==> src/verilog/core_pkg.sv <==
`default_nettype none

package core_pkg;

    // data and pc width
    localparam int XLEN = 32;

    // register index width, x0 always reads zero
    localparam int REG_IDX_W = 5;
    localparam int NUM_REGS = 1 << REG_IDX_W;

    // fetch buffer entries
    // sender starts out holding this many credits
    localparam int FETCH_DEPTH = 4;
    localparam int PTR_W = $clog2(FETCH_DEPTH);
    // occupancy counter must reach FETCH_DEPTH
    localparam int CREDIT_W = 3;

    // iterative multiply
    localparam int MUL_STEPS = 4;
    // bits of operand b consumed per step
    localparam int MUL_SLICE_W = XLEN / MUL_STEPS;
    localparam int MUL_CNT_W = $clog2(MUL_STEPS);

    // immediate field
    localparam int IMM_W = 13;
    // lui puts imm in the top bits of the word
    localparam int LUI_SHIFT = XLEN - IMM_W;

    // opcodes
    typedef enum logic [3:0] {
        ADD  = 4'd0,
        SUB  = 4'd1,
        AND  = 4'd2,
        OR   = 4'd3,
        XOR  = 4'd4,
        SLL  = 4'd5,
        SRL  = 4'd6,
        ADDI = 4'd7,
        LUI  = 4'd8,
        MUL  = 4'd9
    } op_e;

    // instruction word, opcode in the top nibble
    typedef struct packed {
        op_e                  opcode;
        logic [REG_IDX_W-1:0] rd;
        logic [REG_IDX_W-1:0] rs1;
        logic [REG_IDX_W-1:0] rs2;
        logic [IMM_W-1:0]     imm;
    } inst_t;

    // packet from the sender into the fetch buffer
    typedef struct packed {
        logic [XLEN-1:0] pc;
        inst_t           inst;
    } fetch_pkt_t;

    // decode register contents
    // operands are already resolved
    typedef struct packed {
        logic [XLEN-1:0]      pc;
        op_e                  opcode;
        logic [REG_IDX_W-1:0] rd;
        logic [XLEN-1:0]      opa;
        logic [XLEN-1:0]      opb;
    } id_pkt_t;

    // one bypass source
    typedef struct packed {
        logic                 valid;
        logic [REG_IDX_W-1:0] idx;
        logic [XLEN-1:0]      data;
    } fwd_t;

    // committed instruction record, also the ex result
    typedef struct packed {
        logic [XLEN-1:0]      pc;
        logic                 we;
        logic [REG_IDX_W-1:0] rnum;
        logic [XLEN-1:0]      wdata;
    } dbg_t;

endpackage

`default_nettype wire

==> src/verilog/fetch_buffer.sv <==
`timescale 1ns/1ps
`default_nettype none

module fetch_buffer
    import core_pkg::*;
(
    input  logic       clk,
    input  logic       reset_i,
    input  logic       push_i,
    input  fetch_pkt_t push_pkt_i,
    input  logic       pop_i,
    output fetch_pkt_t head_pkt_o,
    output logic       not_empty_o,
    output logic       credit_o
);

    // packet storage
    fetch_pkt_t mem_q [FETCH_DEPTH];

    // circular pointers, wrap at power of two depth
    logic [PTR_W-1:0]    wr_ptr_q;
    logic [PTR_W-1:0]    rd_ptr_q;
    // entries held
    logic [CREDIT_W-1:0] count_q;

    // write side
    // credit flow keeps push away from a full buffer
    always_ff @(posedge clk) begin
        if (push_i) begin
            mem_q[wr_ptr_q] <= push_pkt_i;
        end
    end

    always_ff @(posedge clk) begin
        if (reset_i) begin
            wr_ptr_q <= '0;
            rd_ptr_q <= '0;
            count_q  <= '0;
            credit_o <= 1'b0;
        end else begin
            if (push_i) begin
                wr_ptr_q <= wr_ptr_q + 1'b1;
            end
            if (pop_i) begin
                rd_ptr_q <= rd_ptr_q + 1'b1;
            end
            // push and pop together leave count unchanged
            case ({push_i, pop_i})
                2'b10:   count_q <= count_q + 1'b1;
                2'b01:   count_q <= count_q - 1'b1;
                default: count_q <= count_q;
            endcase
            // one credit back per pop, a cycle later
            credit_o <= pop_i;
        end
    end

    // head entry visible to decode
    assign head_pkt_o  = mem_q[rd_ptr_q];
    assign not_empty_o = (count_q != '0);

endmodule

`default_nettype wire

==> src/verilog/pipeline_ctrl.sv <==
`timescale 1ns/1ps
`default_nettype none

module pipeline_ctrl (
    input  logic clk,
    input  logic reset_i,
    // buffer has a packet
    input  logic not_empty_i,
    // execute result ready this cycle
    input  logic ex_done_i,
    output logic pop_o,
    output logic ex_go_o,
    output logic wb_load_o
);

    // id stage holds an instruction
    logic id_valid_q;
    // id instruction leaves this cycle
    logic id_finish;

    // execute only finishes what decode holds
    assign id_finish = id_valid_q & ex_done_i;

    // advance id when empty or draining
    // a busy multiply keeps ex_done low
    // so pop stays low and the buffer fills
    assign pop_o = not_empty_i & (~id_valid_q | id_finish);

    // execute works on the decode register whenever it is valid
    assign ex_go_o = id_valid_q;

    // result moves into writeback as execute finishes
    assign wb_load_o = id_finish;

    always_ff @(posedge clk) begin
        if (reset_i) begin
            id_valid_q <= 1'b0;
        end else begin
            if (pop_o) begin
                // new instruction replaces the finished one
                id_valid_q <= 1'b1;
            end else if (id_finish) begin
                // drained with nothing behind it
                id_valid_q <= 1'b0;
            end
        end
    end

endmodule

`default_nettype wire

==> src/verilog/decode_stage.sv <==
`timescale 1ns/1ps
`default_nettype none

module decode_stage
    import core_pkg::*;
(
    input  logic                 clk,
    input  logic                 reset_i,
    // id advance
    input  logic                 load_i,
    input  fetch_pkt_t           pkt_i,
    input  fwd_t                 ex_fwd_i,
    input  fwd_t                 wb_fwd_i,
    output logic [REG_IDX_W-1:0] rs1_idx_o,
    output logic [REG_IDX_W-1:0] rs2_idx_o,
    input  logic [XLEN-1:0]      rs1_data_i,
    input  logic [XLEN-1:0]      rs2_data_i,
    output id_pkt_t              id_o
);

    inst_t           inst;
    logic [XLEN-1:0] rs1_val;
    logic [XLEN-1:0] rs2_val;
    logic [XLEN-1:0] opb;

    // youngest producer wins
    // ex first, then wb, then the register file
    function automatic logic [XLEN-1:0] bypass_sel(
        input logic [REG_IDX_W-1:0] idx,
        input logic [XLEN-1:0]      rf_data,
        input fwd_t                 ex_fwd,
        input fwd_t                 wb_fwd
    );
        if (ex_fwd.valid && ex_fwd.idx == idx) begin
            return ex_fwd.data;
        end
        if (wb_fwd.valid && wb_fwd.idx == idx) begin
            return wb_fwd.data;
        end
        return rf_data;
    endfunction

    // field split of the head packet
    assign inst      = pkt_i.inst;
    assign rs1_idx_o = inst.rs1;
    assign rs2_idx_o = inst.rs2;

    assign rs1_val = bypass_sel(inst.rs1, rs1_data_i, ex_fwd_i, wb_fwd_i);
    assign rs2_val = bypass_sel(inst.rs2, rs2_data_i, ex_fwd_i, wb_fwd_i);

    // immediate forms replace rs2
    always_comb begin
        case (inst.opcode)
            ADDI:    opb = {{(XLEN-IMM_W){inst.imm[IMM_W-1]}}, inst.imm};
            LUI:     opb = {inst.imm, {LUI_SHIFT{1'b0}}};
            default: opb = rs2_val;
        endcase
    end

    // decode register, holds while execute is busy
    always_ff @(posedge clk) begin
        if (reset_i) begin
            id_o <= '0;
        end else if (load_i) begin
            id_o <= '{pc: pkt_i.pc, opcode: inst.opcode, rd: inst.rd, opa: rs1_val, opb: opb};
        end
    end

endmodule

`default_nettype wire

==> src/verilog/execute_stage.sv <==
`timescale 1ns/1ps
`default_nettype none

module execute_stage
    import core_pkg::*;
(
    input  logic    clk,
    input  logic    reset_i,
    // decode register holds a valid instruction
    input  logic    go_i,
    input  id_pkt_t id_i,
    output logic    done_o,
    output dbg_t    result_o,
    output fwd_t    ex_fwd_o
);

    typedef enum logic {
        IDLE,
        RUN
    } mul_state_e;

    mul_state_e           state_q;
    logic [MUL_CNT_W-1:0] step_q;

    // shift-add operands and running sum
    logic [XLEN-1:0] a_q;
    logic [XLEN-1:0] b_q;
    logic [XLEN-1:0] acc_q;

    logic [XLEN-1:0] mul_a;
    logic [XLEN-1:0] mul_b;
    logic [XLEN-1:0] mul_acc;
    logic [XLEN-1:0] mul_sum;
    logic            is_mul;
    logic            mul_last;
    logic [XLEN-1:0] alu_res;
    logic            we;

    assign is_mul = (id_i.opcode == MUL);

    // first step works straight off the decode register
    assign mul_a   = (state_q == IDLE) ? id_i.opa : a_q;
    assign mul_b   = (state_q == IDLE) ? id_i.opb : b_q;
    assign mul_acc = (state_q == IDLE) ? '0 : acc_q;
    // low slice of b times shifted a, wraps at XLEN
    assign mul_sum = mul_acc + mul_a * XLEN'(mul_b[MUL_SLICE_W-1:0]);

    // step MUL_STEPS-1 completes the product
    assign mul_last = (state_q == RUN) && (step_q == MUL_CNT_W'(MUL_STEPS - 1));

    always_ff @(posedge clk) begin
        if (reset_i) begin
            state_q <= IDLE;
            step_q  <= '0;
        end else begin
            case (state_q)
                IDLE: begin
                    if (go_i && is_mul) begin
                        state_q <= RUN;
                        step_q  <= MUL_CNT_W'(1);
                    end
                end
                RUN: begin
                    step_q <= step_q + 1'b1;
                    if (mul_last) begin
                        state_q <= IDLE;
                        step_q  <= '0;
                    end
                end
                default: state_q <= IDLE;
            endcase
        end
    end

    // next slice lines up with the next 8 bits of b
    always_ff @(posedge clk) begin
        a_q   <= mul_a << MUL_SLICE_W;
        b_q   <= mul_b >> MUL_SLICE_W;
        acc_q <= mul_sum;
    end

    // single-cycle ops, shifts take the low 5 bits of b
    always_comb begin
        case (id_i.opcode)
            ADD:     alu_res = id_i.opa + id_i.opb;
            SUB:     alu_res = id_i.opa - id_i.opb;
            AND:     alu_res = id_i.opa & id_i.opb;
            OR:      alu_res = id_i.opa | id_i.opb;
            XOR:     alu_res = id_i.opa ^ id_i.opb;
            SLL:     alu_res = id_i.opa << id_i.opb[4:0];
            SRL:     alu_res = id_i.opa >> id_i.opb[4:0];
            ADDI:    alu_res = id_i.opa + id_i.opb;
            // decode already shifted the immediate
            LUI:     alu_res = id_i.opb;
            MUL:     alu_res = mul_sum;
            default: alu_res = '0;
        endcase
    end

    // x0 never written
    assign we     = (id_i.rd != '0);
    assign done_o = go_i & (~is_mul | mul_last);

    assign result_o = '{pc: id_i.pc, we: we, rnum: id_i.rd, wdata: alu_res};
    // forward only a finished result
    assign ex_fwd_o = '{valid: done_o & we, idx: id_i.rd, data: alu_res};

endmodule

`default_nettype wire

==> src/verilog/writeback_regfile.sv <==
`timescale 1ns/1ps
`default_nettype none

module writeback_regfile
    import core_pkg::*;
(
    input  logic                 clk,
    input  logic                 reset_i,
    input  logic                 load_i,
    input  dbg_t                 result_i,
    input  logic [REG_IDX_W-1:0] rs1_idx_i,
    input  logic [REG_IDX_W-1:0] rs2_idx_i,
    output logic [XLEN-1:0]      rs1_data_o,
    output logic [XLEN-1:0]      rs2_data_o,
    output fwd_t                 wb_fwd_o,
    output logic                 dbg_valid_o,
    output dbg_t                 dbg_o
);

    // writeback register
    dbg_t            wb_q;
    logic            wb_valid_q;
    // architectural registers
    logic [XLEN-1:0] rf_q [NUM_REGS];

    always_ff @(posedge clk) begin
        if (reset_i) begin
            wb_valid_q <= 1'b0;
        end else begin
            wb_valid_q <= load_i;
        end
    end

    always_ff @(posedge clk) begin
        if (load_i) begin
            wb_q <= result_i;
        end
    end

    // register file is written from wb at the end of its cycle
    // all registers come out of reset as zero
    always_ff @(posedge clk) begin
        if (reset_i) begin
            for (int i = 0; i < NUM_REGS; i++) begin
                rf_q[i] <= '0;
            end
        end else if (wb_valid_q && wb_q.we) begin
            rf_q[wb_q.rnum] <= wb_q.wdata;
        end
    end

    // read ports, x0 reads zero
    assign rs1_data_o = (rs1_idx_i == '0) ? '0 : rf_q[rs1_idx_i];
    assign rs2_data_o = (rs2_idx_i == '0) ? '0 : rf_q[rs2_idx_i];

    // covers the cycle before the file holds the value
    assign wb_fwd_o = '{valid: wb_valid_q & wb_q.we, idx: wb_q.rnum, data: wb_q.wdata};

    // one trace record per committed instruction
    assign dbg_valid_o = wb_valid_q;
    assign dbg_o       = wb_q;

endmodule

`default_nettype wire

==> src/verilog/core_top.sv <==
`timescale 1ns/1ps
`default_nettype none

module core_top
    import core_pkg::*;
(
    input  logic       clk,
    input  logic       reset_i,
    // credited instruction packets
    input  logic       inst_valid_i,
    input  fetch_pkt_t inst_i,
    output logic       credit_o,
    // commit trace
    output logic       dbg_valid_o,
    output dbg_t       dbg_o
);

    // fetch buffer to decode
    fetch_pkt_t           head_pkt;
    logic                 not_empty;
    logic                 pop;

    // control
    logic                 ex_go;
    logic                 ex_done;
    logic                 wb_load;

    // datapath
    id_pkt_t              id_pkt;
    dbg_t                 ex_result;
    fwd_t                 ex_fwd;
    fwd_t                 wb_fwd;
    logic [REG_IDX_W-1:0] rs1_idx;
    logic [REG_IDX_W-1:0] rs2_idx;
    logic [XLEN-1:0]      rs1_data;
    logic [XLEN-1:0]      rs2_data;

    fetch_buffer u_fetch_buffer (
        .clk         (clk),
        .reset_i     (reset_i),
        .push_i      (inst_valid_i),
        .push_pkt_i  (inst_i),
        .pop_i       (pop),
        .head_pkt_o  (head_pkt),
        .not_empty_o (not_empty),
        .credit_o    (credit_o)
    );

    pipeline_ctrl u_pipeline_ctrl (
        .clk         (clk),
        .reset_i     (reset_i),
        .not_empty_i (not_empty),
        .ex_done_i   (ex_done),
        .pop_o       (pop),
        .ex_go_o     (ex_go),
        .wb_load_o   (wb_load)
    );

    // decode loads on every pop
    decode_stage u_decode_stage (
        .clk        (clk),
        .reset_i    (reset_i),
        .load_i     (pop),
        .pkt_i      (head_pkt),
        .ex_fwd_i   (ex_fwd),
        .wb_fwd_i   (wb_fwd),
        .rs1_idx_o  (rs1_idx),
        .rs2_idx_o  (rs2_idx),
        .rs1_data_i (rs1_data),
        .rs2_data_i (rs2_data),
        .id_o       (id_pkt)
    );

    execute_stage u_execute_stage (
        .clk      (clk),
        .reset_i  (reset_i),
        .go_i     (ex_go),
        .id_i     (id_pkt),
        .done_o   (ex_done),
        .result_o (ex_result),
        .ex_fwd_o (ex_fwd)
    );

    writeback_regfile u_writeback_regfile (
        .clk         (clk),
        .reset_i     (reset_i),
        .load_i      (wb_load),
        .result_i    (ex_result),
        .rs1_idx_i   (rs1_idx),
        .rs2_idx_i   (rs2_idx),
        .rs1_data_o  (rs1_data),
        .rs2_data_o  (rs2_data),
        .wb_fwd_o    (wb_fwd),
        .dbg_valid_o (dbg_valid_o),
        .dbg_o       (dbg_o)
    );

endmodule

`default_nettype wire

==> config.mk <==
export PLATFORM = sky130hd
export DESIGN_NAME = core_top
export DESIGN_NICKNAME = d
export VERILOG_FILES = /design/src/verilog/core_pkg.sv /design/src/verilog/fetch_buffer.sv /design/src/verilog/pipeline_ctrl.sv /design/src/verilog/decode_stage.sv /design/src/verilog/execute_stage.sv /design/src/verilog/writeback_regfile.sv /design/src/verilog/core_top.sv
export SDC_FILE = /design/constraint.sdc
export NUM_CORES = 2
export LEC_CHECK = 0
export BUFFER_PORTS_ARGS = -buffer_cell sky130_fd_sc_hd__buf_2
export CORE_MARGIN = 4
export CORE_UTILIZATION = 25
export CTS_CLUSTER_SIZE = 30
export DETAILED_ROUTE_END_ITERATION = 10
export GPL_ROUTABILITY_DRIVEN = 0
export HOLD_SLACK_MARGIN = 0.06
export REMOVE_ABC_BUFFERS = 1
export SETUP_SLACK_MARGIN = 0.4
export SKIP_LAST_GASP = 1
export SLEW_MARGIN = 15
export SYNTH_ARGS = -nofsm -noshare
export SYNTH_HDL_FRONTEND = slang
export SYNTH_SLANG_ARGS = --single-unit
==> constraint.sdc <==
create_clock -name clk -period 8.6 [get_ports clk]
set_input_delay 1.29 -clock clk [delete_from_list [all_inputs] [get_ports clk]]
set_output_delay 1.29 -clock clk [all_outputs]
set_load 0.02 [all_outputs]
==> flow_summary.ini <==
[status]
outcome = complete, no violations

[power_and_ir_drop]
leakagePower_nw = 36.3
power.density_nw_per_um2 = 343
total_power_w = 0.0349
vdd_drop_max_uv = 272

[hold_path]
min_to = u_writeback_regfile.dbg_o[49]
holdCritStartpoint = u_decode_stage.id_o[84]
hp-class = reg2reg
min_path_cells = 0

[timing]
timing.setup.tns_ns = 0
period_share = 0.867
rsz0062_at_grt = no
fin_crit_ns = 7.45
clock_skew_ns = 0.0642
setup_slack_ns = 1.15
slew_viol_final = 0
hold_violations = 0
clock.fmax_mhz = 134
setup-violations-final = 0
worst_pin_slew_ns = 1.35
max_slew_margin = 0.0737

[yosys]
synth_edf_count = 1350
ys_ff_latch = 1550
ys_seq_area_frac = 0.495
synth_area_per_cell_um2 = 12.2
synthCells = 7343
synth_ff_type = edfxtp_1
yosysTopAreaCell = edfxtp_1
synth_warnings = 0
synth_top_area_share = 0.451
synthArstFlopShare = 0
synthTopCellsByArea = edfxtp_1 45%, mux4_2 13%, and2_1 7.2%, dfxtp_1 4.5%, fa_1 4.2%
synth_cell_types = 92
syn_area_um2 = 89900

[setup_path]
ff2ff_path_depth = 18
worst-path-max-fanout = 54
critPathLaunchType = register
r2r-end = u_decode_stage.id_o[61]
crit_chain = mux2i_2, nor2_1, fa_1, fa_1, fa_1, inv_1, fa_1, inv_1, ha_1, a21oi_1, o21ai_0, a221o_1, o41ai_1, xnor2_1, a2111oi_1, a21oi_1, nand2_1, o31ai_1
cp-end-kind = register
critPathMaxStageDelay_ns = 1.05
critPathMostFrequentCell = fa_1
cp.arrival_ns = 8.16
path_class = reg2reg
r2r_start = u_execute_stage.state_q
critPathRequiredTime_ns = 9.31
r2r_slack_ns = 1.15
worst_path_max_delay_cell = mux2i_2

[layout]
fillers = 36179
final_layout_size_suffix_gt1_frac = 0.178
nets = 7643
fin_area_um2 = 102000
area_growth_pct = 13.3

[drt]
drc = 0
vias = 65424
drt_iter0_markers = 9421
wl_mm = 331
wl_per_cell_um = 27.2
drtPass1Iterations = 9
viasPerCell = 5.38
final_antenna_net_count = 0

[die]
design.core.area_um2 = 357000
dieArea_um2 = 369000
start_util = 0.252
placementRows = 219
die_y_um = 608
fp.dieW_um = 608
ios = 139

[placed_design]
portBuffers = 138
place_ws_ns = 1.28
postPlaceCellArea_um2 = 96100
dp_hpwl_mm = 211

[global_routing]
antenna_found_initial = 31
grt_pass1_wl_mm = 471
grt.total_usage = 0.172
grt_overflow_total = 0
grt_max_degree = 112
grt_pass1_vias = 65244

[cts]
cts.sinks = 1550
postCtsSetupRepairBufs = 0
clk_latency_ns = 0.86
htreeDepth = 4
cts_tree = done
cts_resized = 0
holdBufCountCts = 0
numCtsBuffers = 170
root_buffer = clkbuf_16
path_clk_slew_ns = 0.07
clockBufferDepth = 3

[flow_run]
cap_violations = 0
[routing by layer]
metal / share of wire / wire [µm] / vias up / GRT usage
met4: 0.068 / 22400 / 4 / 0.0997
met2: 0.46 / 152000 / 4343 / 0.276
met3: 0.12 / 38200 / 1050 / 0.0442
met5: 0.000094 / 31 / - / 0
met1: 0.36 / 118000 / 33212 / 0.210
li1: - / - / 26815 / -
[synth_stat cells (21+ instances only)]
cell type / count
mux4_2: 522
nor3_1: 105
clkbuf_1: 412
o22ai_1: 50
inv_1: 318
a221oi_1: 42
mux2_2: 25
buf_2: 108
a22oi_1: 81
buf_1: 37
a31oi_1: 82
a21oi_1: 239
a2111oi_0: 30
o21ai_0: 183
nand3_1: 86
xor2_1: 22
a21o_1: 29
mux2i_1: 171
nor2b_1: 83
nand2_1: 694
nor2_1: 325
o211ai_1: 31
a211oi_1: 175
edfxtp_1: 1350
buf_4: 33
dfxtp_1: 200
ha_1: 143
nand4_1: 21
and3_1: 50
fa_1: 188
xnor2_1: 95
buf_6: 42
and2_1: 1036
[flip-flops by register name, indices dropped and copies added (netlist names), 2 cells and up, named ones only]
register and cells:
u_decode_stage.id_o 105, u_execute_stage.a_q 24, u_execute_stage.acc_q 32, u_execute_stage.b_q 24
u_execute_stage.step_q 2, u_fetch_buffer.count_q 3, u_fetch_buffer.mem_q 256, u_fetch_buffer.rd_ptr_q 2
u_fetch_buffer.wr_ptr_q 2, u_writeback_regfile.dbg_o 70, u_writeback_regfile.rf_q 1024
[cell usage in the layout (no fill, tap or decap), drive strengths merged, types with 18 or more instances in the layout]
master / count
inv: 330
mux2: 25
and3: 50
a221oi: 43
o22ai: 50
a31oi: 82
mux4: 522
a2111oi: 53
ha: 143
or2: 19
o21ai: 191
a21o: 29
nand2: 694
clkinv: 61
o211ai: 31
a211oi: 176
nor3: 108
buf: 366
dfxtp: 200
o21a: 20
a21oi: 239
xor2: 22
nand3: 86
nor2: 325
and2: 1046
mux2i: 172
clkbuf: 227
nand4: 21
nor2b: 83
a311oi: 18
edfxtp: 1350
nand2b: 18
fa: 188
diode: 21
xnor2: 95
a22oi: 81
[critical path, delay by kind of cell (launching register included)]
family	cells	cell delay, ns
compound gates	7	2.45
fa+ha+maj	5	2.44
mux	1	1.05
flops	1	0.72
simple gates	2	0.30
xor+xnor	1	0.21
buf+inv	2	0.11
[power breakdown]
part           total (W)  switching (W)  internal (W)  leakage (nW)
Combinational     0.0176         0.0119       0.00570          18.3
Clock            0.00751        0.00324       0.00427          2.75
Sequential       0.00986       0.000765       0.00909          15.2
[area by class of cell]
| type | count | area [µm²] | area share |
|---|---|---|---|
| inverters | 330 | 1240 | 0.0122 |
| well taps | 4751 | 5940 | 0.0583 |
| clock inverters | 80 | 1030 | 0.0101 |
| flip-flops and latches | 1550 | 44600 | 0.437 |
| diodes | 21 | 52.6 | 0.000516 |
| multi-input cells | 4827 | 42000 | 0.412 |
| clock buffers | 227 | 4670 | 0.0458 |
| repair buffers | 366 | 2480 | 0.0243 |
[per-stage QoR]
stage | instances | utilization | hold slack (ns)
after floorplan | 6707 | - | 0.406
after global placement | 11822 | 0.269 | 0.412
after detailed placement | 11823 | 0.269 | 0.418
after CTS | 12130 | 0.285 | 0.397
after global routing | 12141 | 0.285 | 0.399
final | 12152 | 0.286 | 0.400
[cell families (layout without fill, tap and decap cells)]
family / after synthesis / in the layout / synth area share
XOR/XNOR: 117 / 117 / 0.0114
other: 0 / 21 / 0
adder cells (fa/ha/maj): 331 / 331 / 0.0617
AND/OR/NAND/NOR: 2511 / 2511 / 0.145
AO/OA/AOI/OAI: 1149 / 1149 / 0.0867
multiplexers: 719 / 719 / 0.153
buffers and inverters: 966 / 1003 / 0.0471
flip-flops: 1550 / 1550 / 0.495
[how the worst max path moves through the flow]
stage               slack [ns]                      end               startpoint
floorplan                -3.02  u_decode_stage.id_o[49]  u_execute_stage.state_q
global placement          1.26  u_decode_stage.id_o[15]  u_execute_stage.state_q
detailed placement        1.28  u_decode_stage.id_o[61]  u_execute_stage.state_q
CTS                       1.30  u_decode_stage.id_o[61]  u_execute_stage.state_q
global route              0.78  u_decode_stage.id_o[61]  u_execute_stage.state_q
finish                    1.15  u_decode_stage.id_o[61]  u_execute_stage.state_q
No activity file was read; power rests on OpenSTA's default activity.
